[src/wb_pkg.sv]
// Register bus widths, slave select field and register map, used by every bus slave and the top
package wb_pkg;

	localparam int WB_AW    = 11;
	localparam int WB_DW    = 32;
	localparam int N_SLAVES = 3;

	// Slave select in the upper address bits
	localparam int SEL_MSB = 10;
	localparam int SEL_LSB = 9;
	localparam int SEL_W   = SEL_MSB - SEL_LSB + 1;

	localparam int SLV_AUX = 0;
	localparam int SLV_MT  = 1;
	localparam int SLV_DMA = 2;

	// --------------------
	// Register offsets
	// --------------------

	localparam int OFS_W = 2;

	// Memory tester
	localparam logic [OFS_W-1:0] MT_ADDR = 2'd0;
	localparam logic [OFS_W-1:0] MT_CMD  = 2'd1;
	localparam logic [OFS_W-1:0] MT_STAT = 2'd2;
	localparam int MT_BUF_BIT    = 8;
	localparam int CMD_RW_BIT    = 8;
	localparam int CMD_CHK_BIT   = 9;
	localparam int CMD_START_BIT = 15;

	// Scanout DMA
	localparam logic [OFS_W-1:0] DMA_BASE     = 2'd0;
	localparam logic [OFS_W-1:0] DMA_LINE_LEN = 2'd1;
	localparam logic [OFS_W-1:0] DMA_LINES    = 2'd2;
	localparam logic [OFS_W-1:0] DMA_STAT     = 2'd3;

endpackage

[src/host_regs.sv]
// Register bus decoder with per-slave cyc, ack and read data return, plus the aux control register
module host_regs (
	input  logic                          clk_i,
	input  logic                          rst_i,
	input  logic [wb_pkg::WB_AW-1:0]      wb_addr_i,
	input  logic [wb_pkg::WB_DW-1:0]      wb_wdata_i,
	input  logic                          wb_we_i,
	input  logic                          wb_cyc_i,
	output logic [wb_pkg::WB_DW-1:0]      wb_rdata_o,
	output logic                          wb_ack_o,
	output logic [wb_pkg::N_SLAVES-1:0]   slv_cyc_o,
	input  logic [wb_pkg::N_SLAVES-1:0]   slv_ack_i,
	input  logic [wb_pkg::WB_DW-1:0]      slv_rdata_i [wb_pkg::N_SLAVES],
	output logic                          dma_run_o
);

	logic [wb_pkg::SEL_W-1:0] sel;
	logic [wb_pkg::WB_DW-1:0] aux_q;
	logic                     aux_ack;

	assign sel = wb_addr_i[wb_pkg::SEL_MSB:wb_pkg::SEL_LSB];

	// --------------------
	// Aux register
	// --------------------

	always_ff @(posedge clk_i) begin
		if (rst_i) begin
			aux_q   <= '0;
			aux_ack <= 1'b0;
		end else begin
			aux_ack <= slv_cyc_o[wb_pkg::SLV_AUX] & ~aux_ack;
			if (slv_cyc_o[wb_pkg::SLV_AUX] & ~aux_ack & wb_we_i)
				aux_q <= wb_wdata_i;
		end
	end

	// Bit 0 hands the memory to the video side
	assign dma_run_o = aux_q[0];

	// --------------------
	// Decode and return
	// --------------------

	always_comb begin
		wb_rdata_o = '0;
		wb_ack_o   = 1'b0;
		for (int i = 0; i < wb_pkg::N_SLAVES; i++) begin
			slv_cyc_o[i] = wb_cyc_i && (sel == i);
			if (sel == i) begin
				wb_rdata_o = slv_rdata_i[i];
				wb_ack_o   = slv_ack_i[i];
			end
		end
		// Slot 0 also carries the local register
		if (sel == wb_pkg::SLV_AUX) begin
			wb_rdata_o = wb_rdata_o | aux_q;
			wb_ack_o   = wb_ack_o | aux_ack;
		end
	end

endmodule

[config.mk]
export PLATFORM = sky130hd
export DESIGN_NAME = host_regs
export DESIGN_NICKNAME = d
export VERILOG_FILES = /design/src/wb_pkg.sv /design/src/host_regs.sv
export SDC_FILE = /design/constraint.sdc
export NUM_CORES = 1
export LEC_CHECK = 0
export BUFFER_PORTS_ARGS = -buffer_cell sky130_fd_sc_hd__buf_2
export CORE_MARGIN = 2
export CORE_UTILIZATION = 38
export CTS_BUF_LIST = sky130_fd_sc_hd__clkbuf_4
export CTS_CLUSTER_DIAMETER = 100
export DETAILED_ROUTE_END_ITERATION = 7
export PLACE_DENSITY_LB_ADDON = 0.08
export RECOVER_POWER = 50
export SYNTH_ARGS = -nofsm -noshare
export SYNTH_HDL_FRONTEND = slang
export SYNTH_SLANG_ARGS = --single-unit
export TNS_END_PERCENT = 20
[constraint.sdc]
create_clock -name clk_i -period 3 [get_ports clk_i]
set_input_delay 0.6 -clock clk_i [delete_from_list [all_inputs] [get_ports clk_i]]
set_output_delay 0.6 -clock clk_i [all_outputs]
set_load 0.02 [all_outputs]
==> summary.md, run 1 <==
| Metric | Value |
|---|---|
| Top cell type's share of synthesized area | `approximately 30%` |
| Area contributors post-synth | `dfxtp_1 (30%), nand2b_1 (18%), mux2i_1 (14%)` |
| Crit path time final | `~2.5 ns` |
| Syn Inst Count | `roughly 290` |
| Rows | `27` |
| Yosys reg bits | `33` |
| Met3 usage | `about 4.6%` |
| Initial Util | `between 30% and 40%` |
| Failing checks | `max-capacitance violations, max-slew violations` |
| Vias/cell | `about 4.7` |
| Warnings, synthesis | `0` |
| Largest net degree at the start of global routing | `between 60 and 70` |
| Setup Skew | `around 0.0035 ns` |
| Kind of critical path | `in2out` |
| # H-tree levels | `2` |
| Clk buf depth | `2` |
| Area growth from synthesis to final layout | `42.7%` |
| Core Footprint | `~5600 µm²` |
| Max Clock Freq | `0.405 GHz` |
| CP required | `~2.4 ns` |
| Max rail drop VDD | `between 0.0002 and 0.00025 V` |
| CTS Buf Count | `5` |
| CTS tree | `built` |
| Overflow after GRT | `0` |
| Die Wd | `between 80 and 90 µm` |
| Hold Buf Count CTS | `0` |
| Initial DRC count | `81` |
| Synth unique cells | `17` |
| Clock transition at the registers of the reported paths | `approximately 0.090 ns` |
| Layout cells sized above 1 | `approximately two fifths` |
| Max-slew violation count | `between 60 and 70` |
| Setup total negative slack | `0 ns` |
| CTS sink count | `33` |
| Avg WL per Cell | `12.1 µm` |
| Post-CTS sizing | `0` |
| PD cells | `between 300 and 400 nW/µm²` |
| Met2 usage | `around 35%` |
| # IOs | `between 150 and 200` |
| Syn_area_per_cell | `7.60 µm²` |
| Antenna fix cells | `0` |
| Rel. slew slack | `-23.8%` |
| DP HPWL | `4790 µm` |
| Most common cell after layout, fill and taps aside | `buf_2` |
| Root cell of the clock tree | `clkbuf_4` |
| HP Class | `reg2reg` |
| Die H | `a little over 80 µm` |
| Max-cap check violation count | `1` |
| Port bufs | `between 150 and 200` |
| P_leak | `1.46 nW` |
| Fin crit share | `between 80% and 90%` |
| Global-route wire length before repair | `between 10,000 and 15,000 µm` |
| Sequential fraction of the synthesis area | `a little under 30%` |
| Setup Viol. Count Final | `0` |
| Most frequent cells in the layout | `buf_2 (171), nand2b_1 (64), o21ai_1 (38)` |
| Final design area excluding fillers | `roughly 3200 µm²` |
| Post-DRT Antenna Nets | `0` |
| Number of global-route vias before repair | `2,257` |
| Final WL | `~6400 µm` |
| Placed cell areas | `around 3100 µm²` |
| Post-CTS Setup Bufs | `0` |
| DRC | `0` |
| Synth Net Count | `roughly 440` |
| Total GRT Usage | `between 10% and 20%` |
| Status | `finished with violations` |
| Clk_lat worst skew | `roughly 0.33 ns` |
| Via count | `between 2,000 and 2,500` |
| Nets@finish | `602` |
| RSZ-0062 raised after global routing | `no` |
| Filler instances | `roughly 580` |
| CP Max Fanout | `34` |
| Met1 Resource Use GR | `22.8%` |
| Placer congestion estimate | `around 0.74` |
| Worst slew pin tran | `between 1.5 and 2 ns` |
| Critical Path AT | `between 1.5 and 2 ns` |
| CP Capture Type | `primary output` |
| Startpoint types | `input port` |
| Dominant cell type by area after synthesis | `dfxtp_1` |
| DRT Pass-1 Iters | `4` |
| GRT Max-Usage Layer | `met2` |
| Die area | `roughly 6500 µm²` |
| Overall Power | `~0.0010 W` |
| Mapped cell area | `approximately 2200 µm²` |
| Final number of hold-violating endpoints | `0` |
| Initial antenna violation count | `0` |
area by class of cell:
class                           count  area [µm²]  share of cell area [%]
Sequential cell                    33         661                    20.8
Clock buffer                        8        60.1                    1.89
Inverter                            1        3.75                   0.118
Timing Repair Buffer              180         916                    28.8
Tap cell                           72        90.1                    2.83
Multi-Input combinational cell    235        1450                    45.6
where the power goes:
part | switching (W) | internal, W | total [W]
Clock | 0.000146 | 0.000121 | 0.000267
Sequential | 0.00000472 | 0.000447 | 0.000452
Combinational | 0.000165 | 0.000155 | 0.000320
final timing paths:
path                                               end  slack, ns              startpoint  cells after the start
worst max register to register  aux_q[18]$_SDFFE_PP0P_       1.80      aux_ack$_SDFF_PP0_                      3
worst min-delay path            aux_q[23]$_SDFFE_PP0P_       0.47  aux_q[23]$_SDFFE_PP0P_                      2
worst max-delay path                     wb_rdata_o[3]       0.53            wb_addr_i[9]                      5
worst min register to register  aux_q[23]$_SDFFE_PP0P_       0.47  aux_q[23]$_SDFFE_PP0P_                      2
layer usage:
metal / vias to the layer above / share of wire, % / wire (µm)
li1: 1321 / - / -
met1: 1062 / 41 / 2640
met2: 95 / 49 / 3150
met3: 8 / 8.7 / 558
met4: 0 / 0.98 / 63
met5: - / 0 / 0
Yosys cell counts, drive strengths merged:
cell	count
and2	1
buf	7
clkbuf	17
dfxtp	33
inv	1
mux2i	32
nand2	33
nand2b	65
nor2	2
nor2b	1
nor4	1
nor4b	1
o21ai	66
or3	33
through the flow:
step                util [%]  cells  hold WS, ns  setup slack [ns]
floorplan                  -    293        0.444             0.830
global placement        56.0    521        0.457             0.497
detailed placement      56.0    521        0.457             0.484
CTS                     57.1    529        0.479             0.488
global route            57.0    529        0.491             0.280
finish                  57.0    529        0.474             0.529
state kept, by name (all words and copies together), names as in the netlist:
| register | cells |
|---|---|
| aux_ack | 1 |
| aux_q | 32 |
worst max-delay path, cell delays in order:
cell and delay, ns:
buf_2 0.25, inv_2 0.48, o21ai_0 0.17, o21ai_1 0.17, buf_2 0.19
cell families (layout without fill, tap and decap cells):
logic type,after synthesis,in the layout,share of synthesized area (%)
simple gates,137,137,35.7
mux,32,32,14.4
compound gates,66,66,14.8
flops,33,33,29.7
buf+inv,25,189,5.45
Power figures use the tool's default switching activity.
==> run 2, diff against run 1 <==
Settings changed: ABC_AREA set to 1.
Clock period 3 ns to 2.34 ns, I/O delays scaled along.
==> summary.md, run 2 <==
| Metric | Value |
|---|---|
| Status | `finished, final reports clean` |
| R2R Setup Slk | `0.80 ns (-1.00 ns)` |
| Fin crit share | `~86%` |
| Biggest register | `aux_q` |
| Clk pwr share | `22.8% (-2.9 points)` |
| Post-CTS Setup Bufs | `0 (unchanged)` |
| Warnings, synthesis | `0 (unchanged)` |
| HP Class | `in2reg` |
| Syn Inst Count | `357 (+22%)` |
| Final number of hold-violating endpoints | `0 (unchanged)` |
| Number of global-route vias before repair | `2,557 (+13%)` |
| Combinational fraction of design power | `31.0% (+0.2 points)` |
| Rows | `26 (-3.7%)` |
| Top delay family on crit path | `buffers and inverters` |
| Register-to-Register Path Depth | `6 (+3)` |
| Mapped cell area | `2010 µm² (-9.8%)` |
| RSZ-0062 raised after global routing | `no` |
| CP required | `1.87 ns (-0.53 ns)` |
| Final Util | `58.6% (+1.6 points)` |
| Commonest cells in the netlist | `nand2_1 (131), nor2_1 (65), inv_1 (37)` |
| Internal power | `0.000860 W (+19%)` |
| Overflow after GRT | `0 (unchanged)` |
| Global-route wire length before repair | `10,700 µm (+7.0%)` |
| Most frequent cell after synthesis | `nand2_1` |
| PD cells | `428 nW/µm² (+31%)` |
| Critical-path cell list | `clkbuf_1 -> inv_1 -> nor2_2 -> buf_4 -> nand2_1 -> nand3_1 -> buf_2` |
| Final WS setup | `0.339 ns (-0.190 ns)` |
| Yosys reg bits | `33 (unchanged)` |
| Max rail drop VDD | `0.000238 V (+14%)` |
| Clk_lat worst skew | `0.33 ns (about the same)` |
| Switching pwr | `0.000420 W (+33%)` |
| Switching share of power | `32.8% (+2.4 points)` |
| Post-CTS sizing | `0 (unchanged)` |
| Layout cells sized above 1 | `35.0% (-6.6 points)` |
| Largest net degree at the start of global routing | `33 (-50%)` |
| Antenna fix cells | `0 (unchanged)` |
| Avg WL per Cell | `10.6 µm (-13%)` |
| Worst flop-to-flop path endpoint | `aux_q[4]$_SDFFE_PP0P_` |
| Critical Path AT | `1.53 ns (-0.34 ns)` |
| Clock transition at the registers of the reported paths | `0.09 ns (about the same)` |
| Overall Power | `0.00128 W (+23%)` |
| Ys flop type | `dfxtp_1` |
| Max Clock Freq | `approximately 0.50 GHz` |
| Setup Skew | `0.00500 ns (+0.00152 ns)` |
| Filler instances | `553 (-3.8%)` |
| Post-DRT Antenna Nets | `0 (unchanged)` |
| Die Wd | `76.7 µm (-4.8%)` |
| DRC | `0 (unchanged)` |
| Largest regs | `aux_q x32, aux_ack x1` |
| Post-synth ARST share | `0% (unchanged)` |
| Initial antenna violation count | `0 (unchanged)` |
| Most common cell after layout, fill and taps aside | `buf_2` |
| DP Cell Count | `590 (+13%)` |
| Startpoint types | `input port` |
| CTS tree | `built` |
| Power share of the sequential group | `46.2% (+2.7 points)` |
| Initial DRC count | `97 (+20%)` |
| DP HPWL | `4930 µm (+2.9%)` |
| P_leak | `1.78 nW (+21%)` |
| Area contributors post-synth | `dfxtp_1 (33%), nand2_1 (24%), nor2_1 (12%)` |
| Hold path depth | `2 (unchanged)` |
| Hold Buf Count CTS | `0 (unchanged)` |
| Critical R2R Launch | `aux_ack$_SDFF_PP0_` |
| Die H | `76.7 µm (-4.8%)` |
| # IOs | `183 (unchanged)` |
| Crit-path slowest cell | `buf_4` |
| Setup total negative slack | `0 ns (unchanged)` |
| Total GRT Usage | `21.9% (+2.5 points)` |
| Setup Viol. Count Final | `0 (unchanged)` |
| Worst slew pin tran | `0.661 ns (-1.20 ns)` |
| CTS sink count | `33 (unchanged)` |
| WHS Endpoint | `aux_ack$_SDFF_PP0_` |
| Die area | `5880 µm² (-9.4%)` |
| Slowest stage delay, CP | `0.25 ns (-0.23 ns)` |
| Clk buf depth | `2 (unchanged)` |
| Dominant cell type by area after synthesis | `dfxtp_1` |
| Non-Filler Instances | `596 (+13%)` |
| Port bufs | `173 (unchanged)` |
| Pre-CTS setup slack | `0.369 ns (-0.115 ns)` |
| Max FFs per register | `32 (unchanged)` |
| Final WL | `6290 µm (-1.9%)` |
| Max-slew violation count | `0 (-100%)` |
| Placer congestion estimate | `0.721 (-2.1%)` |
| # H-tree levels | `2 (unchanged)` |
| Max-cap check violation count | `0 (-1)` |
| Rel. slew slack | `55.9% (+80 points)` |
| Vias/cell | `4.52 (-3.9%)` |
| Area growth from synthesis to final layout | `49.0%` |
| CP Capture Type | `primary output` |
| HP Start | `rst_i` |
| Initial Util | `39.3% (-0.64 points)` |
| Post-synth EDFFs | `0 (unchanged)` |
| CP Max Fanout | `20 (-41%)` |
| Root cell of the clock tree | `clkbuf_4` |
| CTS Buf Count | `5 (unchanged)` |
| Crit path time final | `around 2.0 ns` |
| Total buffers and inverters traversed by the critical path | `4 (+1)` |
| Sequential fraction of the synthesis area | `32.9% (+3.2 points)` |
| Most frequent cells in the layout | `buf_2 (167), nand2_1 (131), nor2_1 (65)` |
| Nets@finish | `673 (+12%)` |
| Core Footprint | `5110 µm² (-8.4%)` |
| Synth unique cells | `12 (-5)` |
| Synth Net Count | `503 (+15%)` |
| Syn_area_per_cell | `5.63 µm² (-26%)` |
| Via count | `2,693 (+8.3%)` |
| Top cell type's share of synthesized area | `32.9% (+3.2 points)` |
| Kind of critical path | `in2out` |
| DRT Pass-1 Iters | `4 (unchanged)` |
[run 2: changes by cell type in the layout (fill, tap and decap cells not counted), moves of 4 or more]
cell and delta:
nand3_1 +33, clkbuf_1 +5, inv_1 +37, nor2_1 +63, mux2i_1 -32, or3_1 -33
nand2_1 +98, o21ai_0 +5, o21ai_1 -38, buf_2 -4, nand2b_1 -64
[run 2: final cells by class]
cell class	count	area (µm²)	area share, %
Multi-Input combinational cell	269	1130	37.6
Timing Repair Buffer	181	937	31.3
Sequential cell	33	661	22.1
Inverter	37	139	4.64
Tap cell	70	87.6	2.93
Clock buffer	5	37.5	1.25
Clock inverter	1	5.00	0.167
[run 2: power by group through the flow]
stage | combinational [W] | clock, W | sequential (W)
3_5_place_dp | 0.000402 | 0 | 0.000604
6_report | 0.000398 | 0.000292 | 0.000591
5_1_grt | 0.000446 | 0.000325 | 0.000594
2_1_floorplan | 0.000203 | 0 | 0.000602
3_3_place_gp | 0.000394 | 0 | 0.000604
4_1_cts | 0.000403 | 0.000305 | 0.000591
[run 2: worst max-delay path by stage]
| stage | cells after the start | end | from |
|---|---|---|---|
| 2_1_floorplan | 4 | wb_rdata_o[10] | wb_addr_i[10] |
| 3_3_place_gp | 6 | wb_rdata_o[23] | wb_addr_i[10] |
| 3_5_place_dp | 8 | aux_q[4]$_SDFFE_PP0P_ | wb_addr_i[10] |
| 4_1_cts | 6 | wb_rdata_o[23] | wb_addr_i[10] |
| 5_1_grt | 7 | wb_rdata_o[21] | wb_addr_i[10] |
| 6_report | 7 | wb_rdata_o[30] | wb_addr_i[10] |
[run 2: per-stage QoR]
stage,hold slack (ns),area [µm²]
final,0.307,2990
after global routing,0.284,2990
after CTS,0.287,3020
after detailed placement,0.499,2980
after global placement,0.497,2980
after floorplan,0.486,2010
[run 2: worst register-to-register path, delay by kind of cell, from the launching register on]
kind / cells / cell delay (ns)
flip-flops: 1 / 0.34
AND/OR/NAND/NOR: 4 / 0.49
buffers and inverters: 2 / 0.63
[run 2: per-layer routing]
layer | vias up | global-route usage (%) | part of all wire, %
li1 | 1431 | - | -
met1 | 1157 | 23.9 | 42
met2 | 99 | 40.2 | 49
met3 | 6 | 7.53 | 7.8
met4 | 0 | 5.64 | 0.80
met5 | - | 0 | 0
[run 2: cell families (layout without fill, tap and decap cells)]
family,after synthesis,after routing,synth area share [%]
AO/OA/AOI/OAI,33,33,8.22
buffers and inverters,55,224,11.0
flip-flops,33,33,32.9
AND/OR/NAND/NOR,236,236,47.8
==> run 3, diff against run 2 <==
Settings changed: REMOVE_ABC_BUFFERS set to 1.
==> summary.md, run 3 (same netlist as run 2, synthesis figures left out) <==
| Metric | Value |
|---|---|
| Status | `finished, final reports clean` |
| Clock transition at the registers of the reported paths | `0.09 ns (about the same)` |
| Total buffers and inverters traversed by the critical path | `4 (unchanged)` |
| Antenna fix cells | `0 (unchanged)` |
| Die Wd | `76.7 µm (unchanged)` |
| RSZ-0062 raised after global routing | `no` |
| Most common cell after layout, fill and taps aside | `buf_2` |
| Max rail drop VDD | `0.000317 V (+33%)` |
| # H-tree levels | `2 (unchanged)` |
| Port bufs | `173 (unchanged)` |
| Post-CTS Setup Bufs | `0 (unchanged)` |
| Worst slew pin tran | `0.842 ns (+0.181 ns)` |
| # IOs | `183 (unchanged)` |
| WP depth | `7 (unchanged)` |
| Max FFs per register | `32 (unchanged)` |
| Crit path time final | `1.94 ns (-0.0612 ns)` |
| Setup total negative slack | `0 ns (unchanged)` |
| Final WL | `5980 µm (-4.9%)` |
| Largest net degree at the start of global routing | `65 (+97%)` |
| CTS Buf Count | `5 (unchanged)` |
| DRT Pass-1 Iters | `4 (unchanged)` |
| Total GRT Usage | `20.4% (-1.5 points)` |
| Met1 Resource Use GR | `22.6% (-1.3 points)` |
| Post-DRT Antenna Nets | `0 (unchanged)` |
| PD cells | `432 nW/µm² (+0.98%)` |
| Rel. slew slack | `43.8% (-12 points)` |
| Critical Path AT | `1.47 ns (-0.06 ns)` |
| Layout cells sized above 1 | `35.0% (+0.067 points)` |
| Core Footprint | `5110 µm² (unchanged)` |
| GRT Max-Usage Layer | `met2` |
| Die area | `5880 µm² (unchanged)` |
| CP required | `1.87 ns (about the same)` |
| Final Util | `58.1% (-0.51 points)` |
| CTS sink count | `33 (unchanged)` |
| Hold Buf Count CTS | `0 (unchanged)` |
| Clk_lat worst skew | `0.33 ns (about the same)` |
| CP Max Fanout | `33 (+65%)` |
| HP Class | `in2reg` |
| Avg WL per Cell | `10.0 µm (-4.8%)` |
| DRC | `0 (unchanged)` |
| Root cell of the clock tree | `clkbuf_4` |
| Initial Util | `39.3% (unchanged)` |
| Overflow after GRT | `0 (unchanged)` |
| Kind of critical path | `in2out` |
| Non-Filler Instances | `595 (-0.17%)` |
| Global-route wire length before repair | `10,100 µm (-5.9%)` |
| Worst hold margin | `0.311 ns (+0.00372 ns)` |
| Via count | `2,641 (-1.9%)` |
| Placer congestion estimate | `0.787 (+9.2%)` |
| Initial DRC count | `124 (+28%)` |
| Worst path most repeated cell | `buf_2` |
| Final number of hold-violating endpoints | `0 (unchanged)` |
| Clk buf depth | `2 (unchanged)` |
| Post-CTS sizing | `0 (unchanged)` |
| Top delay family on crit path | `buffers and inverters` |
| Setup Skew | `0.00587 ns (+0.000873 ns)` |
| DP Cell Count | `588 (-0.34%)` |
| Initial antenna violation count | `0 (unchanged)` |
| Area growth from synthesis to final layout | `47.7%` |
| CTS tree | `built` |
| Rows | `26 (unchanged)` |
| Overall Power | `0.00128 W (about the same)` |
| Die H | `76.7 µm (unchanged)` |
| Fin crit share | `82.9% (-2.6 points)` |
| DP HPWL | `4540 µm (-7.9%)` |
| Startpoint types | `input port` |
| Slowest stage delay, CP | `0.33 ns (+0.08 ns)` |
| CP Capture Type | `primary output` |
| Vias/cell | `4.44 (-1.8%)` |
| Nets@finish | `671 (-0.30%)` |
| Max-slew violation count | `0 (unchanged)` |
| Crit-path slowest cell | `buf_4` |
| Setup Viol. Count Final | `0 (unchanged)` |
| Max-cap check violation count | `0 (unchanged)` |
| Max Clock Freq | `0.516 GHz (+3.2%)` |
| Critical-path cell list | `buf_2 -> inv_1 -> nor2_2 -> buf_4 -> nand2_1 -> nand3_1 -> buf_2` |
| Hold path depth | `2 (unchanged)` |
| P_leak | `1.77 nW (-0.46%)` |
| Biggest register | `aux_q` |
| Met3 usage | `6.00% (-1.5 points)` |
| Register-to-Register Path Depth | `4 (-2)` |
| Largest regs | `aux_q x32, aux_ack x1` |
| Met2 usage | `36.9% (-3.2 points)` |
| Number of global-route vias before repair | `2,428 (-5.0%)` |
| Most frequent cells in the layout | `buf_2 (168), nand2_1 (131), nor2_1 (65)` |
[run 3: layout make-up]
cell class,count,area (µm²)
Clock inverter,1,3.75
Fill cell,538,2140
Inverter,37,139
Tap cell,70,87.6
Timing Repair Buffer,179,905
Multi-Input combinational cell,269,1130
Clock buffer,6,45.0
Sequential cell,33,661
[run 3: routing by layer]
| metal | vias up | routed length (µm) |
|---|---|---|
| li1 | 1426 | - |
| met3 | 7 | 542 |
| met5 | - | 0 |
| met1 | 1098 | 2540 |
| met4 | 0 | 72 |
| met2 | 110 | 2830 |
[run 3: power by group]
group          internal (W)  leakage (nW)  switching [W]  total [W]
sequential         0.000582         0.268     0.00000980   0.000591
combinational      0.000171          1.47       0.000218   0.000388
clock              0.000121        0.0292       0.000182   0.000302
total              0.000873          1.77       0.000409    0.00128
[run 3: per-stage QoR]
step | area, µm² | setup slack (ns)
2_1_floorplan | 1930 | 0.418
3_3_place_gp | 2920 | 0.420
3_5_place_dp | 2920 | 0.393
4_1_cts | 2970 | 0.392
5_1_grt | 2970 | 0.251
6_report | 2970 | 0.400
[run 3: worst paths after layout]
check / start / to / slack, ns
setup / recovery: wb_addr_i[10] / wb_rdata_o[19] / 0.40
hold / removal: rst_i / aux_ack$_SDFF_PP0_ / 0.31
hold reg to reg: aux_q[22]$_SDFFE_PP0P_ / aux_q[22]$_SDFFE_PP0P_ / 0.51
setup reg to reg: aux_ack$_SDFF_PP0_ / aux_q[14]$_SDFFE_PP0P_ / 0.75
